--- src/design/eai_macros.svh ---
// eai accelerator constants: word widths, custom-0 encodings and matrix geometry
`ifndef EAI_MACROS_SVH
`define EAI_MACROS_SVH

// datapath widths
`define EAI_XLEN        32
`define EAI_ADDR_SIZE   32

// instruction field slices
`define EAI_INST_OPCODE 6:0
`define EAI_INST_F3     14:12
`define EAI_INST_F7     31:25

// custom-0 major opcode
`define EAI_OPCODE_CUSTOM0 7'b0001011

// func3 / func7 codes
`define EAI_F3_SETUP    3'b011
`define EAI_F3_SUM      3'b110
`define EAI_F7_SETUP    7'b0000000
`define EAI_F7_ROWSUM   7'b0000001
`define EAI_F7_COLSUM   7'b0000010

// matrix geometry
`define EAI_ROW_WORDS   3
`define EAI_COL_IDX_W   2
// byte step between consecutive words of a row
`define EAI_WORD_BYTES  4

`endif

--- src/design/eai_pkg.sv ---
// eai shared types for the request, response and memory command channels
`include "eai_macros.svh"

package eai_pkg;

   // instruction plus both source operands from the core
   typedef struct packed {
      logic [`EAI_XLEN-1:0] inst;
      logic [`EAI_XLEN-1:0] rs1;
      logic [`EAI_XLEN-1:0] rs2;
   } eai_req_t;

   // result word, err set for an unknown instruction
   typedef struct packed {
      logic                 err;
      logic [`EAI_XLEN-1:0] rdat;
   } eai_rsp_t;

   // word read only
   typedef struct packed {
      logic [`EAI_ADDR_SIZE-1:0] addr;
   } icb_cmd_t;

   // decoded operation
   typedef enum logic [2:0] {
      op_none,
      op_setup,
      op_rowsum,
      op_colsum,
      op_illegal
   } eai_op_e;

endpackage

--- src/design/eai_hold_reg.sv ---
// output holding register for a valid/ready channel, keeps the payload until taken
`timescale 1ns/10ps

module eai_hold_reg #(
   parameter type payload_t = logic
) (
   input  logic     eai_clk,
   input  logic     reset,
   input  logic     load,
   input  payload_t load_data,
   output logic     valid,
   output payload_t data,
   input  logic     ready,
   output logic     busy
);

   logic     valid_r;
   payload_t data_r;

   always_ff @(posedge eai_clk) begin
      if (reset) begin
         valid_r <= 1'b0;
      end else if (load) begin
         valid_r <= 1'b1;
      end else if (ready) begin
         valid_r <= 1'b0;
      end
   end

   always_ff @(posedge eai_clk) begin
      if (load) begin
         data_r <= load_data;
      end
   end

   assign valid = valid_r;
   assign data  = data_r;
   assign busy  = valid_r;

   // producer must wait until the previous payload has been taken
   assert property (@(posedge eai_clk) disable iff (reset) !(load && valid_r && !ready));

endmodule

--- src/design/eai_ctrl.sv ---
// eai controller: custom-0 decode, matrix setup registers and operation sequencing
`timescale 1ns/10ps
`include "eai_macros.svh"

module eai_ctrl import eai_pkg::*; (
   input  logic                      eai_clk,
   input  logic                      reset,
   // request channel
   input  logic                      req_valid,
   input  eai_req_t                  req,
   output logic                      req_ready,
   // response holder
   output logic                      rsp_load,
   output eai_rsp_t                  rsp_data,
   input  logic                      rsp_busy,
   // row fetch
   output logic                      row_start,
   output logic [`EAI_ADDR_SIZE-1:0] row_addr,
   input  logic                      row_done,
   input  logic [`EAI_XLEN-1:0]      row_sum,
   // column buffer
   output logic                      first_row,
   output logic [`EAI_XLEN-1:0]      col_idx,
   input  logic [`EAI_XLEN-1:0]      col_value,
   output logic                      mem_holdup
);

   typedef enum logic [1:0] {st_idle, st_row, st_drain} state_e;

   state_e                    state_r;
   state_e                    state_nxt;
   eai_op_e                   op;
   logic                      req_hsk;
   logic [`EAI_ADDR_SIZE-1:0] base_r;
   logic [`EAI_XLEN-1:0]      stride_r;
   logic                      first_row_r;

   ////////////////////////////////////////
   // decode
   ////////////////////////////////////////
   always_comb begin
      op = op_none;
      if (req_valid) begin
         op = op_illegal;
         if (req.inst[`EAI_INST_OPCODE] == `EAI_OPCODE_CUSTOM0) begin
            case ({req.inst[`EAI_INST_F3], req.inst[`EAI_INST_F7]})
               {`EAI_F3_SETUP, `EAI_F7_SETUP}:  op = op_setup;
               {`EAI_F3_SUM,   `EAI_F7_ROWSUM}: op = op_rowsum;
               {`EAI_F3_SUM,   `EAI_F7_COLSUM}: op = op_colsum;
               default:                         op = op_illegal;
            endcase
         end
      end
   end

   assign req_ready = (state_r == st_idle);
   assign req_hsk   = req_valid & req_ready;

   // matrix base and row stride in words
   always_ff @(posedge eai_clk) begin
      if (reset) begin
         base_r   <= '0;
         stride_r <= '0;
      end else if (req_hsk && op == op_setup) begin
         base_r   <= req.rs1;
         stride_r <= req.rs2;
      end
   end

   // row 0 reloads the column buffer
   always_ff @(posedge eai_clk) begin
      if (reset) begin
         first_row_r <= 1'b0;
      end else if (row_start) begin
         first_row_r <= (req.rs1 == '0);
      end
   end

   ////////////////////////////////////////
   // FSM
   ////////////////////////////////////////
   always_comb begin
      state_nxt = state_r;
      case (state_r)
         st_idle:  if (req_hsk) state_nxt = (op == op_rowsum) ? st_row : st_drain;
         st_row:   if (row_done) state_nxt = st_drain;
         st_drain: if (!rsp_busy) state_nxt = st_idle;
         default:  state_nxt = st_idle;
      endcase
   end

   always_ff @(posedge eai_clk) begin
      if (reset) begin
         state_r <= st_idle;
      end else begin
         state_r <= state_nxt;
      end
   end

   assign row_start  = req_hsk & (op == op_rowsum);
   assign row_addr   = base_r + req.rs1 * stride_r * `EAI_WORD_BYTES;
   assign first_row  = first_row_r;
   assign col_idx    = req.rs1;
   assign mem_holdup = (state_r == st_row);

   // response payload
   always_comb begin
      rsp_load = 1'b0;
      rsp_data = '0;
      if (state_r == st_row) begin
         rsp_load      = row_done;
         rsp_data.rdat = row_sum;
      end else if (req_hsk) begin
         rsp_load = (op != op_rowsum);
         case (op)
            op_colsum:  rsp_data.rdat = col_value;
            op_illegal: rsp_data.err  = 1'b1;
            default:    rsp_data.rdat = '0;
         endcase
      end
   end

   // row results arrive only while a rowsum is in flight
   assert property (@(posedge eai_clk) disable iff (reset)
      row_done |-> (state_r == st_row));

endmodule

--- src/design/eai_row_fetch.sv ---
// row fetch: reads the words of one matrix row and sums them
`timescale 1ns/10ps
`include "eai_macros.svh"

module eai_row_fetch import eai_pkg::*; (
   input  logic                      eai_clk,
   input  logic                      reset,
   input  logic                      row_start,
   input  logic [`EAI_ADDR_SIZE-1:0] row_addr,
   // command holder
   output logic                      cmd_load,
   output icb_cmd_t                  cmd_data,
   input  logic                      cmd_busy,
   // memory response
   input  logic                      icb_rsp_valid,
   input  logic [`EAI_XLEN-1:0]      icb_rsp_rdata,
   // word strobe and row result
   output logic                      word_valid,
   output logic [`EAI_COL_IDX_W-1:0] word_idx,
   output logic                      row_done,
   output logic [`EAI_XLEN-1:0]      row_sum
);

   logic                      busy_r;
   logic [`EAI_COL_IDX_W-1:0] cnt_r;
   logic [`EAI_ADDR_SIZE-1:0] addr_r;
   logic [`EAI_XLEN-1:0]      sum_r;
   logic                      done_r;
   logic                      last_word;

   assign last_word  = (cnt_r == `EAI_COL_IDX_W'(`EAI_ROW_WORDS - 1));
   assign word_valid = icb_rsp_valid & busy_r;
   assign word_idx   = cnt_r;

   // first read comes straight from the row address
   assign cmd_load      = row_start | (word_valid & ~last_word);
   assign cmd_data.addr = row_start ? row_addr : addr_r;

   always_ff @(posedge eai_clk) begin
      if (reset) begin
         busy_r <= 1'b0;
         cnt_r  <= '0;
         done_r <= 1'b0;
      end else begin
         done_r <= 1'b0;
         if (row_start) begin
            busy_r <= 1'b1;
            cnt_r  <= '0;
         end else if (word_valid) begin
            cnt_r <= cnt_r + 1'b1;
            if (last_word) begin
               busy_r <= 1'b0;
               done_r <= 1'b1;
            end
         end
      end
   end

   // next read address and running sum
   always_ff @(posedge eai_clk) begin
      if (row_start) begin
         addr_r <= row_addr + `EAI_WORD_BYTES;
         sum_r  <= '0;
      end else if (word_valid) begin
         addr_r <= addr_r + `EAI_WORD_BYTES;
         sum_r  <= sum_r + icb_rsp_rdata;
      end
   end

   assign row_done = done_r;
   assign row_sum  = sum_r;

   // data only for a row in flight, after its read has left the holder
   assert property (@(posedge eai_clk) disable iff (reset)
      icb_rsp_valid |-> busy_r && !cmd_busy);

endmodule

--- src/design/eai_col_buf.sv ---
// column buffer: per-column running totals over the rows read so far
`timescale 1ns/10ps
`include "eai_macros.svh"

module eai_col_buf (
   input  logic                      eai_clk,
   input  logic                      reset,
   // row words
   input  logic                      word_valid,
   input  logic [`EAI_COL_IDX_W-1:0] word_idx,
   input  logic [`EAI_XLEN-1:0]      word_data,
   input  logic                      first_row,
   // column read-out
   input  logic [`EAI_XLEN-1:0]      col_idx,
   output logic [`EAI_XLEN-1:0]      col_value
);

   logic [`EAI_XLEN-1:0] acc_r [`EAI_ROW_WORDS];

   ////////////////////////////////////////
   // accumulate
   ////////////////////////////////////////
   always_ff @(posedge eai_clk) begin
      if (reset) begin
         for (int i = 0; i < `EAI_ROW_WORDS; i++) begin
            acc_r[i] <= '0;
         end
      end else if (word_valid) begin
         // row 0 starts a fresh set of totals
         if (first_row) begin
            acc_r[word_idx] <= word_data;
         end else begin
            acc_r[word_idx] <= acc_r[word_idx] + word_data;
         end
      end
   end

   ////////////////////////////////////////
   // read-out
   ////////////////////////////////////////
   assign col_value = (col_idx < `EAI_ROW_WORDS) ? acc_r[col_idx[`EAI_COL_IDX_W-1:0]] : '0;

   // word index from the row fetch counter stays inside the buffer
   assert property (@(posedge eai_clk) disable iff (reset)
      word_valid |-> (word_idx < `EAI_ROW_WORDS));

endmodule

--- src/design/eai_core.sv ---
// eai core top: request/response and memory read channels around the reduction blocks
`timescale 1ns/10ps
`include "eai_macros.svh"

module eai_core import eai_pkg::*; (
   input  logic                 eai_clk,
   input  logic                 reset,
   // request
   input  logic                 req_valid,
   output logic                 req_ready,
   input  eai_req_t             req,
   // response
   output logic                 rsp_valid,
   input  logic                 rsp_ready,
   output eai_rsp_t             rsp,
   // memory command
   output logic                 icb_cmd_valid,
   input  logic                 icb_cmd_ready,
   output icb_cmd_t             icb_cmd,
   // memory response
   input  logic                 icb_rsp_valid,
   input  logic [`EAI_XLEN-1:0] icb_rsp_rdata,
   output logic                 mem_holdup
);

   logic                      rsp_load;
   eai_rsp_t                  rsp_data;
   logic                      rsp_busy;
   logic                      row_start;
   logic [`EAI_ADDR_SIZE-1:0] row_addr;
   logic                      row_done;
   logic [`EAI_XLEN-1:0]      row_sum;
   logic                      first_row;
   logic [`EAI_XLEN-1:0]      col_idx;
   logic [`EAI_XLEN-1:0]      col_value;
   logic                      cmd_load;
   icb_cmd_t                  cmd_data;
   logic                      cmd_busy;
   logic                      word_valid;
   logic [`EAI_COL_IDX_W-1:0] word_idx;

   eai_ctrl u_ctrl (
      .eai_clk    (eai_clk),
      .reset      (reset),
      .req_valid  (req_valid),
      .req        (req),
      .req_ready  (req_ready),
      .rsp_load   (rsp_load),
      .rsp_data   (rsp_data),
      .rsp_busy   (rsp_busy),
      .row_start  (row_start),
      .row_addr   (row_addr),
      .row_done   (row_done),
      .row_sum    (row_sum),
      .first_row  (first_row),
      .col_idx    (col_idx),
      .col_value  (col_value),
      .mem_holdup (mem_holdup)
   );

   eai_row_fetch u_row_fetch (
      .eai_clk       (eai_clk),
      .reset         (reset),
      .row_start     (row_start),
      .row_addr      (row_addr),
      .cmd_load      (cmd_load),
      .cmd_data      (cmd_data),
      .cmd_busy      (cmd_busy),
      .icb_rsp_valid (icb_rsp_valid),
      .icb_rsp_rdata (icb_rsp_rdata),
      .word_valid    (word_valid),
      .word_idx      (word_idx),
      .row_done      (row_done),
      .row_sum       (row_sum)
   );

   eai_col_buf u_col_buf (
      .eai_clk    (eai_clk),
      .reset      (reset),
      .word_valid (word_valid),
      .word_idx   (word_idx),
      .word_data  (icb_rsp_rdata),
      .first_row  (first_row),
      .col_idx    (col_idx),
      .col_value  (col_value)
   );

   // response toward the core
   eai_hold_reg #(.payload_t(eai_rsp_t)) u_rsp_hold (
      .eai_clk   (eai_clk),
      .reset     (reset),
      .load      (rsp_load),
      .load_data (rsp_data),
      .valid     (rsp_valid),
      .data      (rsp),
      .ready     (rsp_ready),
      .busy      (rsp_busy)
   );

   // read command toward memory
   eai_hold_reg #(.payload_t(icb_cmd_t)) u_cmd_hold (
      .eai_clk   (eai_clk),
      .reset     (reset),
      .load      (cmd_load),
      .load_data (cmd_data),
      .valid     (icb_cmd_valid),
      .data      (icb_cmd),
      .ready     (icb_cmd_ready),
      .busy      (cmd_busy)
   );

endmodule

--- config.mk ---
export PLATFORM = sky130hd
export DESIGN_NAME = eai_core
export DESIGN_NICKNAME = d
export VERILOG_FILES = /design/src/design/eai_pkg.sv /design/src/design/eai_hold_reg.sv /design/src/design/eai_ctrl.sv /design/src/design/eai_row_fetch.sv /design/src/design/eai_col_buf.sv /design/src/design/eai_core.sv
export VERILOG_INCLUDE_DIRS = /design/src /design/src/design
export SDC_FILE = /design/constraint.sdc
export NUM_CORES = 2
export LEC_CHECK = 0
export ABC_AREA = 0
export BUFFER_PORTS_ARGS = -buffer_cell sky130_fd_sc_hd__buf_2
export CORE_MARGIN = 5
export CORE_UTILIZATION = 45
export DETAILED_ROUTE_END_ITERATION = 7
export GPL_ROUTABILITY_DRIVEN = 0
export SYNTH_ARGS = -nofsm -noshare
export SYNTH_HDL_FRONTEND = slang
export SYNTH_SLANG_ARGS = --single-unit
--- constraint.sdc ---
create_clock -name eai_clk -period 20.7 [get_ports eai_clk]
set_clock_uncertainty 0.15 [all_clocks]
set_input_delay 1.035 -clock eai_clk [delete_from_list [all_inputs] [get_ports eai_clk]]
set_output_delay 1.035 -clock eai_clk [all_outputs]
set_load 0.03 [all_outputs]
---- Word-level counts from Yosys, hierarchy flattened ----
Memory sizes are Yosys's and may differ from the RTL's. A register that Yosys moved wholly into a read port is not among the register bits.
Cells that the tools add are included.
operators by class
  reductions and logical operators ........ 13
  bitwise operators ....................... 9
  $mul .................................... 1
  add/subtract/negate cells ............... 6
  magnitude comparators ................... 1
  multiplexer cells ....................... 42
  equality and inequality tests ........... 15
operator list
  cell                                                         number
  two-way mux 32 bit                                           9
  adder 32 bit                                                 3
  adder 32 x 3 -> 32 bit, second input constant                2
  logical NOT 32 bit                                           1
  less-than comparator 32 x 2 -> 1 bit, second input constant  1
  multiplier 32 x 32 -> 30 bit                                 1
  OR reduction 32 bit                                          1
  two-way mux 1 bit                                            22
  equality test 10 bit, second input constant                  2
  two-way mux 2 bit                                            7
  equality test 10 x 9 -> 1 bit, second input constant         1
  case mux 3 bit (3 select lines)                              1
  nonzero test 2 bit                                           4
  equality test 7 x 4 -> 1 bit, second input constant          1
  equality test 3 x 2 -> 1 bit, second input constant          2
  two-way mux 3 bit                                            2
  case mux 2 bit (3 select lines)                              1
  AND 1 bit                                                    4
  equality test 2 bit, second input constant                   2
  != test 2 bit, second input constant                         2
  OR reduction 2 bit                                           2
  equality test 3 x 1 -> 1 bit, second input constant          1
  equality test 3 bit, second input constant                   1
  != test 3 x 2 -> 1 bit, second input constant                1
  other kinds (10)                                             13
storage, ports and cells
  bits in writable memories ............... 96
  logic and storage cells ................. 102
  memories ................................ 1
  input port bits ......................... 134
  bits in registers ....................... 202
  output and inout port bits .............. 69
memory list
  name             words  bits a word  read ports  clocked after Yosys merged registers in  wr ports  line               RTL
  u_col_buf.acc_r  3      32           2           1                                        3         eai_col_buf.sv:18  logic [`EAI_XLEN-1:0] acc_r [`EAI_ROW_WORDS];

---- Longest topological paths before layout ----
  word-level depth ........................ 8
  mapped depth ............................ 43
  mapped depth without buffers ............ 40

---- Hierarchy ----
Synthesis repeated with hierarchy kept, for this count alone.
second synthesis, totals
  cells, all modules ...................... 3587
  area, all modules ....................... 34241.6 µm²
modules (own cells, without submodules)
  module                     cells an instance  times used  sequential area each (µm²)  area an instance (µm²)
  eai_ctrl                   2191               1           1301.2                      18545.3
  eai_col_buf                774                1           3843.7                      8772.2
  eai_row_fetch              547                1           1681.6                      4879.7
  eai_hold_reg (u_rsp_hold)  38                 1           1011.0                      1037.2
  eai_hold_reg (u_cmd_hold)  37                 1           980.9                       1007.2

---- Worst setup path before layout ----
Ideal clock, no wire load.
  kind .................................... input to register
  from .................................... input port req[32] (netlist name)
  to ...................................... register u_row_fetch.addr_r[31], data pin
  library setup time ...................... 0.271 ns
  slack ................................... 11.052 ns
  data required time ...................... 20.279 ns
  path buffers ............................ 4
  stages .................................. 33
  arrival ................................. 9.226 ns
  cell sequence ........................... clkbuf_1 > clkbuf_1 > clkbuf_1 > nand2_1 > fa_1 > inv_1 > fa_1 > fa_1 > fa_1 > fa_1 > ha_1 > fa_1 > inv_1 > fa_1 > inv_1 > ha_1 > nand3_1 > nor2_1 > or4b_2 > nand2_1 > o21a_1 > o21ai_0 > nand2b_1 > a21oi_1 > xnor2_1 > ha_1 > clkbuf_1 > or4_1 > nand3_2 > nor3b_2 > nand4_1 > nor4_1 > xor2_1
on the way
  longest elaborated chain between the ends .. 4
RTL lines
  item                                     line                 RTL
  start, declared                          eai_core.sv:11       input eai_req_t req,
  multiplier 32 x 32 -> 30 bit             eai_ctrl.sv:101      assign row_addr = base_r + req.rs1 * stride_r * `EAI_WORD_BYTES;
  adder 32 bit (no source line)            -
  adder 32 x 3 -> 32 bit (no source line)  -
  two-way mux 32 bit                       eai_row_fetch.sv:61  if (row_start) begin
  end signal, assigned                     eai_row_fetch.sv:62  addr_r <= row_addr + `EAI_WORD_BYTES;
  end signal, assigned                     eai_row_fetch.sv:65  addr_r <= addr_r + `EAI_WORD_BYTES;
  end, declared                            eai_row_fetch.sv:26  logic [`EAI_ADDR_SIZE-1:0] addr_r;
No other way between the ends.
A chain may end at the register's enable or synchronous reset.

---- Worst setup path after layout ----
  from .................................... input port req[41] (netlist name)
  to ...................................... register u_row_fetch.addr_r[31], data pin
The elaborated chain is that of the path after synthesis.

==> summary by stage <==
Final layout
The share of post-route cells with drive strength above 1 is 0.1116. After routing the design area is 36240 µm². The signed area change from the synthesized netlist to the final layout is 9.650%. The non-filler instance count after layout is 4574. The count of nets after finishing is 4283.

Global routing
The global-route wire length before repair is 145900 µm. The number of antenna violations at the first check in global routing is 8. The pin count of the biggest net entering global routing is 76. The number of global-route vias before repair is 25490.

Global routing finished with a remaining overflow of 0. In the global route stage, overall resource usage came out at 0.2345.

STA
The achievable clock frequency is 0.09890 GHz. Setup total negative slack on the finished layout was measured at 0 ps. Of the available clock period, the critical path in the final layout requires 0.4885.

The final number of hold-violating endpoints is 0. The max-slew violation count is 0. The clock period minus worst slack is 10110 ps. Setup violations remaining at the end of the flow were counted as 0. Setup repair after global routing left no endpoint under its margin. For the pin with the worst max-slew slack, the measured transition is 1130 ps. The headroom to the max-slew limit is 0.2469.

Die
The floorplan core area is 72960 µm². The die covers 78970 µm². For this design the top-level I/O count stands at 203.

The row count is 99. The effective utilization at floorplan is 0.4530. The die boundary height is 281.0 µm. The die boundary width is 281.0 µm.

Drt
The count of unresolved DRC violations after routing is 0. The initial DRC count is 1888. Before antenna repair, the detailed router went through 5 iterations. The detailed-route wire length is 92410 µm. Summing over every cut layer, the via total after detailed routing is 24920. In this run the remaining antenna-violating nets after routing total 0.

The ratio of routed vias to standard cells is 5.449. The detail-routed net length per standard cell is 20.20 µm.

Synth
The number of standard cells after synthesis is 3485. The async set-or-reset flop fraction in the synthesized netlist is 0. The number of nets in the synthesized netlist is 4189. The post-synthesis instance area is 33050 µm². The synthesized flop and latch total is 330.

The synthesized area per cell is 9.484 µm². The sequential area share after synthesis is 0.2680. Yosys attributes the largest share of cell area to fa_1 22%, edfxtp_1 20%, ha_1 8.1%, dfxtp_1 6.4%, nand2_1 6.0%. Yosys mapped a number of flops with a built-in enable equal to 225.

The post-synthesis cell type with the largest combined area is fa_1. The most used flip-flop cell after synthesis is edfxtp_1. During synthesis, Yosys emitted a total of 0 warnings. Of the post-synthesis cell area, the dominant cell type holds 0.2156. The number of different library cells in the post-synthesis netlist is 94.

Setup path
The launch instance of the worst register-to-register path is u_ctrl.stride_r[4]$_SDFFE_PP0P_. In this design, the stage delay of the slowest critical-path cell is 670 ps. For the worst setup path, the data arrival time is 10270 ps. On the critical path the largest part of the delay comes from adder cells. The cell type of the slowest stage on the worst timing path is or4b_2. The internal reg-to-reg setup slack is 10750 ps. The launching element type of the critical path is an input pin.

The path length in cells of the critical path is 38. Of all nets on the critical path, the largest fanout is 23. The worst setup path is of the in -> reg kind. The kind of end point of the critical path is a flip-flop. In this run the critical register-to-register path is captured at u_row_fetch.addr_r[31]$_DFFE_PP_.

The library cell appearing most often on the critical path is fa_1. The number of buffers and inverters on the critical path is 8. The required time at the endpoint of the critical path is 20850 ps. Counting cells, the worst reg-to-reg path comes to 37.

Clock network
The number of cells upsized or downsized after cts is 0. The TritonCTS buffer count is 40. The clock passes through at most 3 buffers. In this run the post-CTS setup repair buffer count came out at 0.

The total of hold buffers inserted after clock tree synthesis is 0. TritonCTS built the clock tree. The maximum level of the CTS H-tree is 2. The register clock-pin slew on the reported worst setup and hold paths is 60 ps.

The tree built by TritonCTS fans out to 330 sinks. The clock latency on the worst-skew pair is 600 ps. The clock root buffer master is clkbuf_16.

Min path
The cell count of the worst hold path is 0. The tightest min-delay check is of the reg -> reg type. The worst min-delay path endpoint is u_row_fetch.addr_r[0]$_DFFE_PP_. The worst hold path begins at u_ctrl.base_r[0]$_SDFFE_PP0P_.

Pwr
Dividing total power by cell area gives a power density of 44.29 nW/µm². The analysis attributes to net switching a power of 408.6 µW. The design internal power is 1.196 mW. Of the total power, the share spent switching nets is 0.2546. The largest voltage drop on the vdd net is 0.00006441 V. The sequential group share of total power is 0.446. For this design the static power due to leakage is 16.07 nW.

The clock network fraction of design power is 0.466. The logic gate share of total power is 0.088. Summing internal, switching and leakage power gives 1.605 mW.

Placed design
The HPWL after detailed placement is 65910 µm. The number of buffers added on ports is 185. In this run the cell area measured after placement is 34840 µm². The total instance count after detailed placement is 4496.

Job
The number of maximum-capacitance constraint violations is 0.

Run status
The run finished with clean final reports.
-- layout by cell type (no fill, tap or decap), types with 7 or more instances in the layout --
cell,Yosys,layout
nand4_1,20,20
nor4_1,12,11
buf_4,0,35
a31oi_1,16,16
ha_1,214,214
inv_1,501,501
o31a_1,7,7
nor2_1,203,203
mux2i_1,16,16
clkbuf_16,0,40
o21bai_1,11,11
nand3_1,38,38
nand2b_1,16,13
nor3_1,39,38
o31ai_2,7,7
nor2b_1,27,26
xnor2_1,125,125
fa_1,356,356
o21a_1,30,30
and2_1,253,253
o21ai_0,74,73
a21o_1,39,39
mux4_2,64,64
o211ai_1,8,8
dfxtp_1,105,104
nand2_1,531,529
xor2_1,42,42
a211oi_1,23,23
a21oi_1,183,182
buf_2,3,183
edfxtp_1,225,225
clkinv_2,0,8
and3_1,7,7
-- cell usage after synthesis (4+ instances only) --
library cell,n
clkbuf_1,147
edfxtp_1,225
a21o_1,39
buf_1,14
or3_1,5
o31ai_2,7
o21bai_1,11
a21boi_0,6
nor2b_1,27
a211o_1,6
and2_1,253
nor4b_1,4
mux4_2,64
o21ai_0,74
nor3_1,39
xnor2_1,125
xor2_1,42
or4_1,4
a31o_2,4
a31oi_1,16
a21oi_1,183
dfxtp_1,105
and4_1,4
ha_1,214
a41oi_1,4
nand3_1,38
o2111ai_1,5
inv_1,501
o21ai_1,4
mux2i_1,16
nor2_1,203
nand2b_1,16
nand4_1,20
and3_1,7
fa_1,356
o211ai_1,8
o31ai_1,6
o31a_1,7
o21a_1,30
nor3b_1,4
a211oi_1,23
nand2_1,531
nor4_1,12
-- flip-flops by register name, summed over array words and instances (netlist names), named ones only --
name	flops
u_row_fetch.busy_r	1
u_row_fetch.row_sum	32
u_row_fetch.row_done	1
u_row_fetch.word_idx	2
u_ctrl.state_r	2
u_ctrl.stride_r	30
u_rsp_hold.busy	1
u_col_buf.acc_r	128
u_row_fetch.addr_r	32
u_rsp_hold.data	33
u_cmd_hold.busy	1
u_ctrl.first_row	1
u_cmd_hold.data	32
u_ctrl.base_r	32
-- layer usage --
layer,share of wire,global-route usage
met5,0.00028,0
met4,0.032,0.07269
met3,0.068,0.03697
met2,0.45,0.3692
met1,0.45,0.3361
-- metrics by stage --
stage	setup WS [ps]	utilization	hold slack, ps
2_1_floorplan	11050	-	279.9
3_3_place_gp	10170	0.4775	289.0
3_5_place_dp	10120	0.4775	291.4
4_1_cts	10670	0.4966	298.0
5_1_grt	9959	0.4966	333.7
6_report	10590	0.4967	302.2
-- logic make-up (layout without fill, tap and decap cells) --
kind of cell / after synthesis / in the layout / share of synthesized area
AO/OA/AOI/OAI: 467 / 467 / 0.09097
XOR/XNOR: 168 / 168 / 0.04494
adder cells (fa/ha/maj): 570 / 570 / 0.2966
buffers and inverters: 668 / 794 / 0.07643
flip-flops: 330 / 330 / 0.2680
multiplexers: 80 / 80 / 0.04846
other: 0 / 4 / 0
AND/OR/NAND/NOR: 1202 / 1202 / 0.1745
-- power by group through the flow --
| stage | clock network [mW] | logic, mW | registers, mW |
|---|---|---|---|
| after floorplan | 0 | 0.0786 | 0.735 |
| after global placement | 0 | 0.139 | 0.729 |
| after detailed placement | 0 | 0.139 | 0.729 |
| after CTS | 0.766 | 0.140 | 0.715 |
| after global routing | 0.792 | 0.151 | 0.716 |
| final | 0.749 | 0.141 | 0.715 |
-- worst max-delay path by stage --
stage	startpoint	end	slack, ps
global placement	req[42]	u_row_fetch.addr_r[31]$_DFFE_PP_	10170
finish	req[41]	u_row_fetch.addr_r[31]$_DFFE_PP_	10590
global route	req[32]	u_row_fetch.addr_r[31]$_DFFE_PP_	9960
detailed placement	req[32]	u_row_fetch.addr_r[31]$_DFFE_PP_	10120
floorplan	req[32]	u_row_fetch.addr_r[31]$_DFFE_PP_	11050
CTS	req[32]	u_row_fetch.addr_r[31]$_DFFE_PP_	10670
-- cell type report --
type	instances	area, µm²
Fill cell	6870	36720
Clock inverter	24	312.8
Clock buffer	50	1079
Antenna cell	4	10.01
Timing Repair Buffer	218	1179
Multi-Input combinational cell	2487	21720
Sequential cell	330	8860
Tap cell	959	1200
Inverter	502	1884
Power figures use the tool's default switching activity.
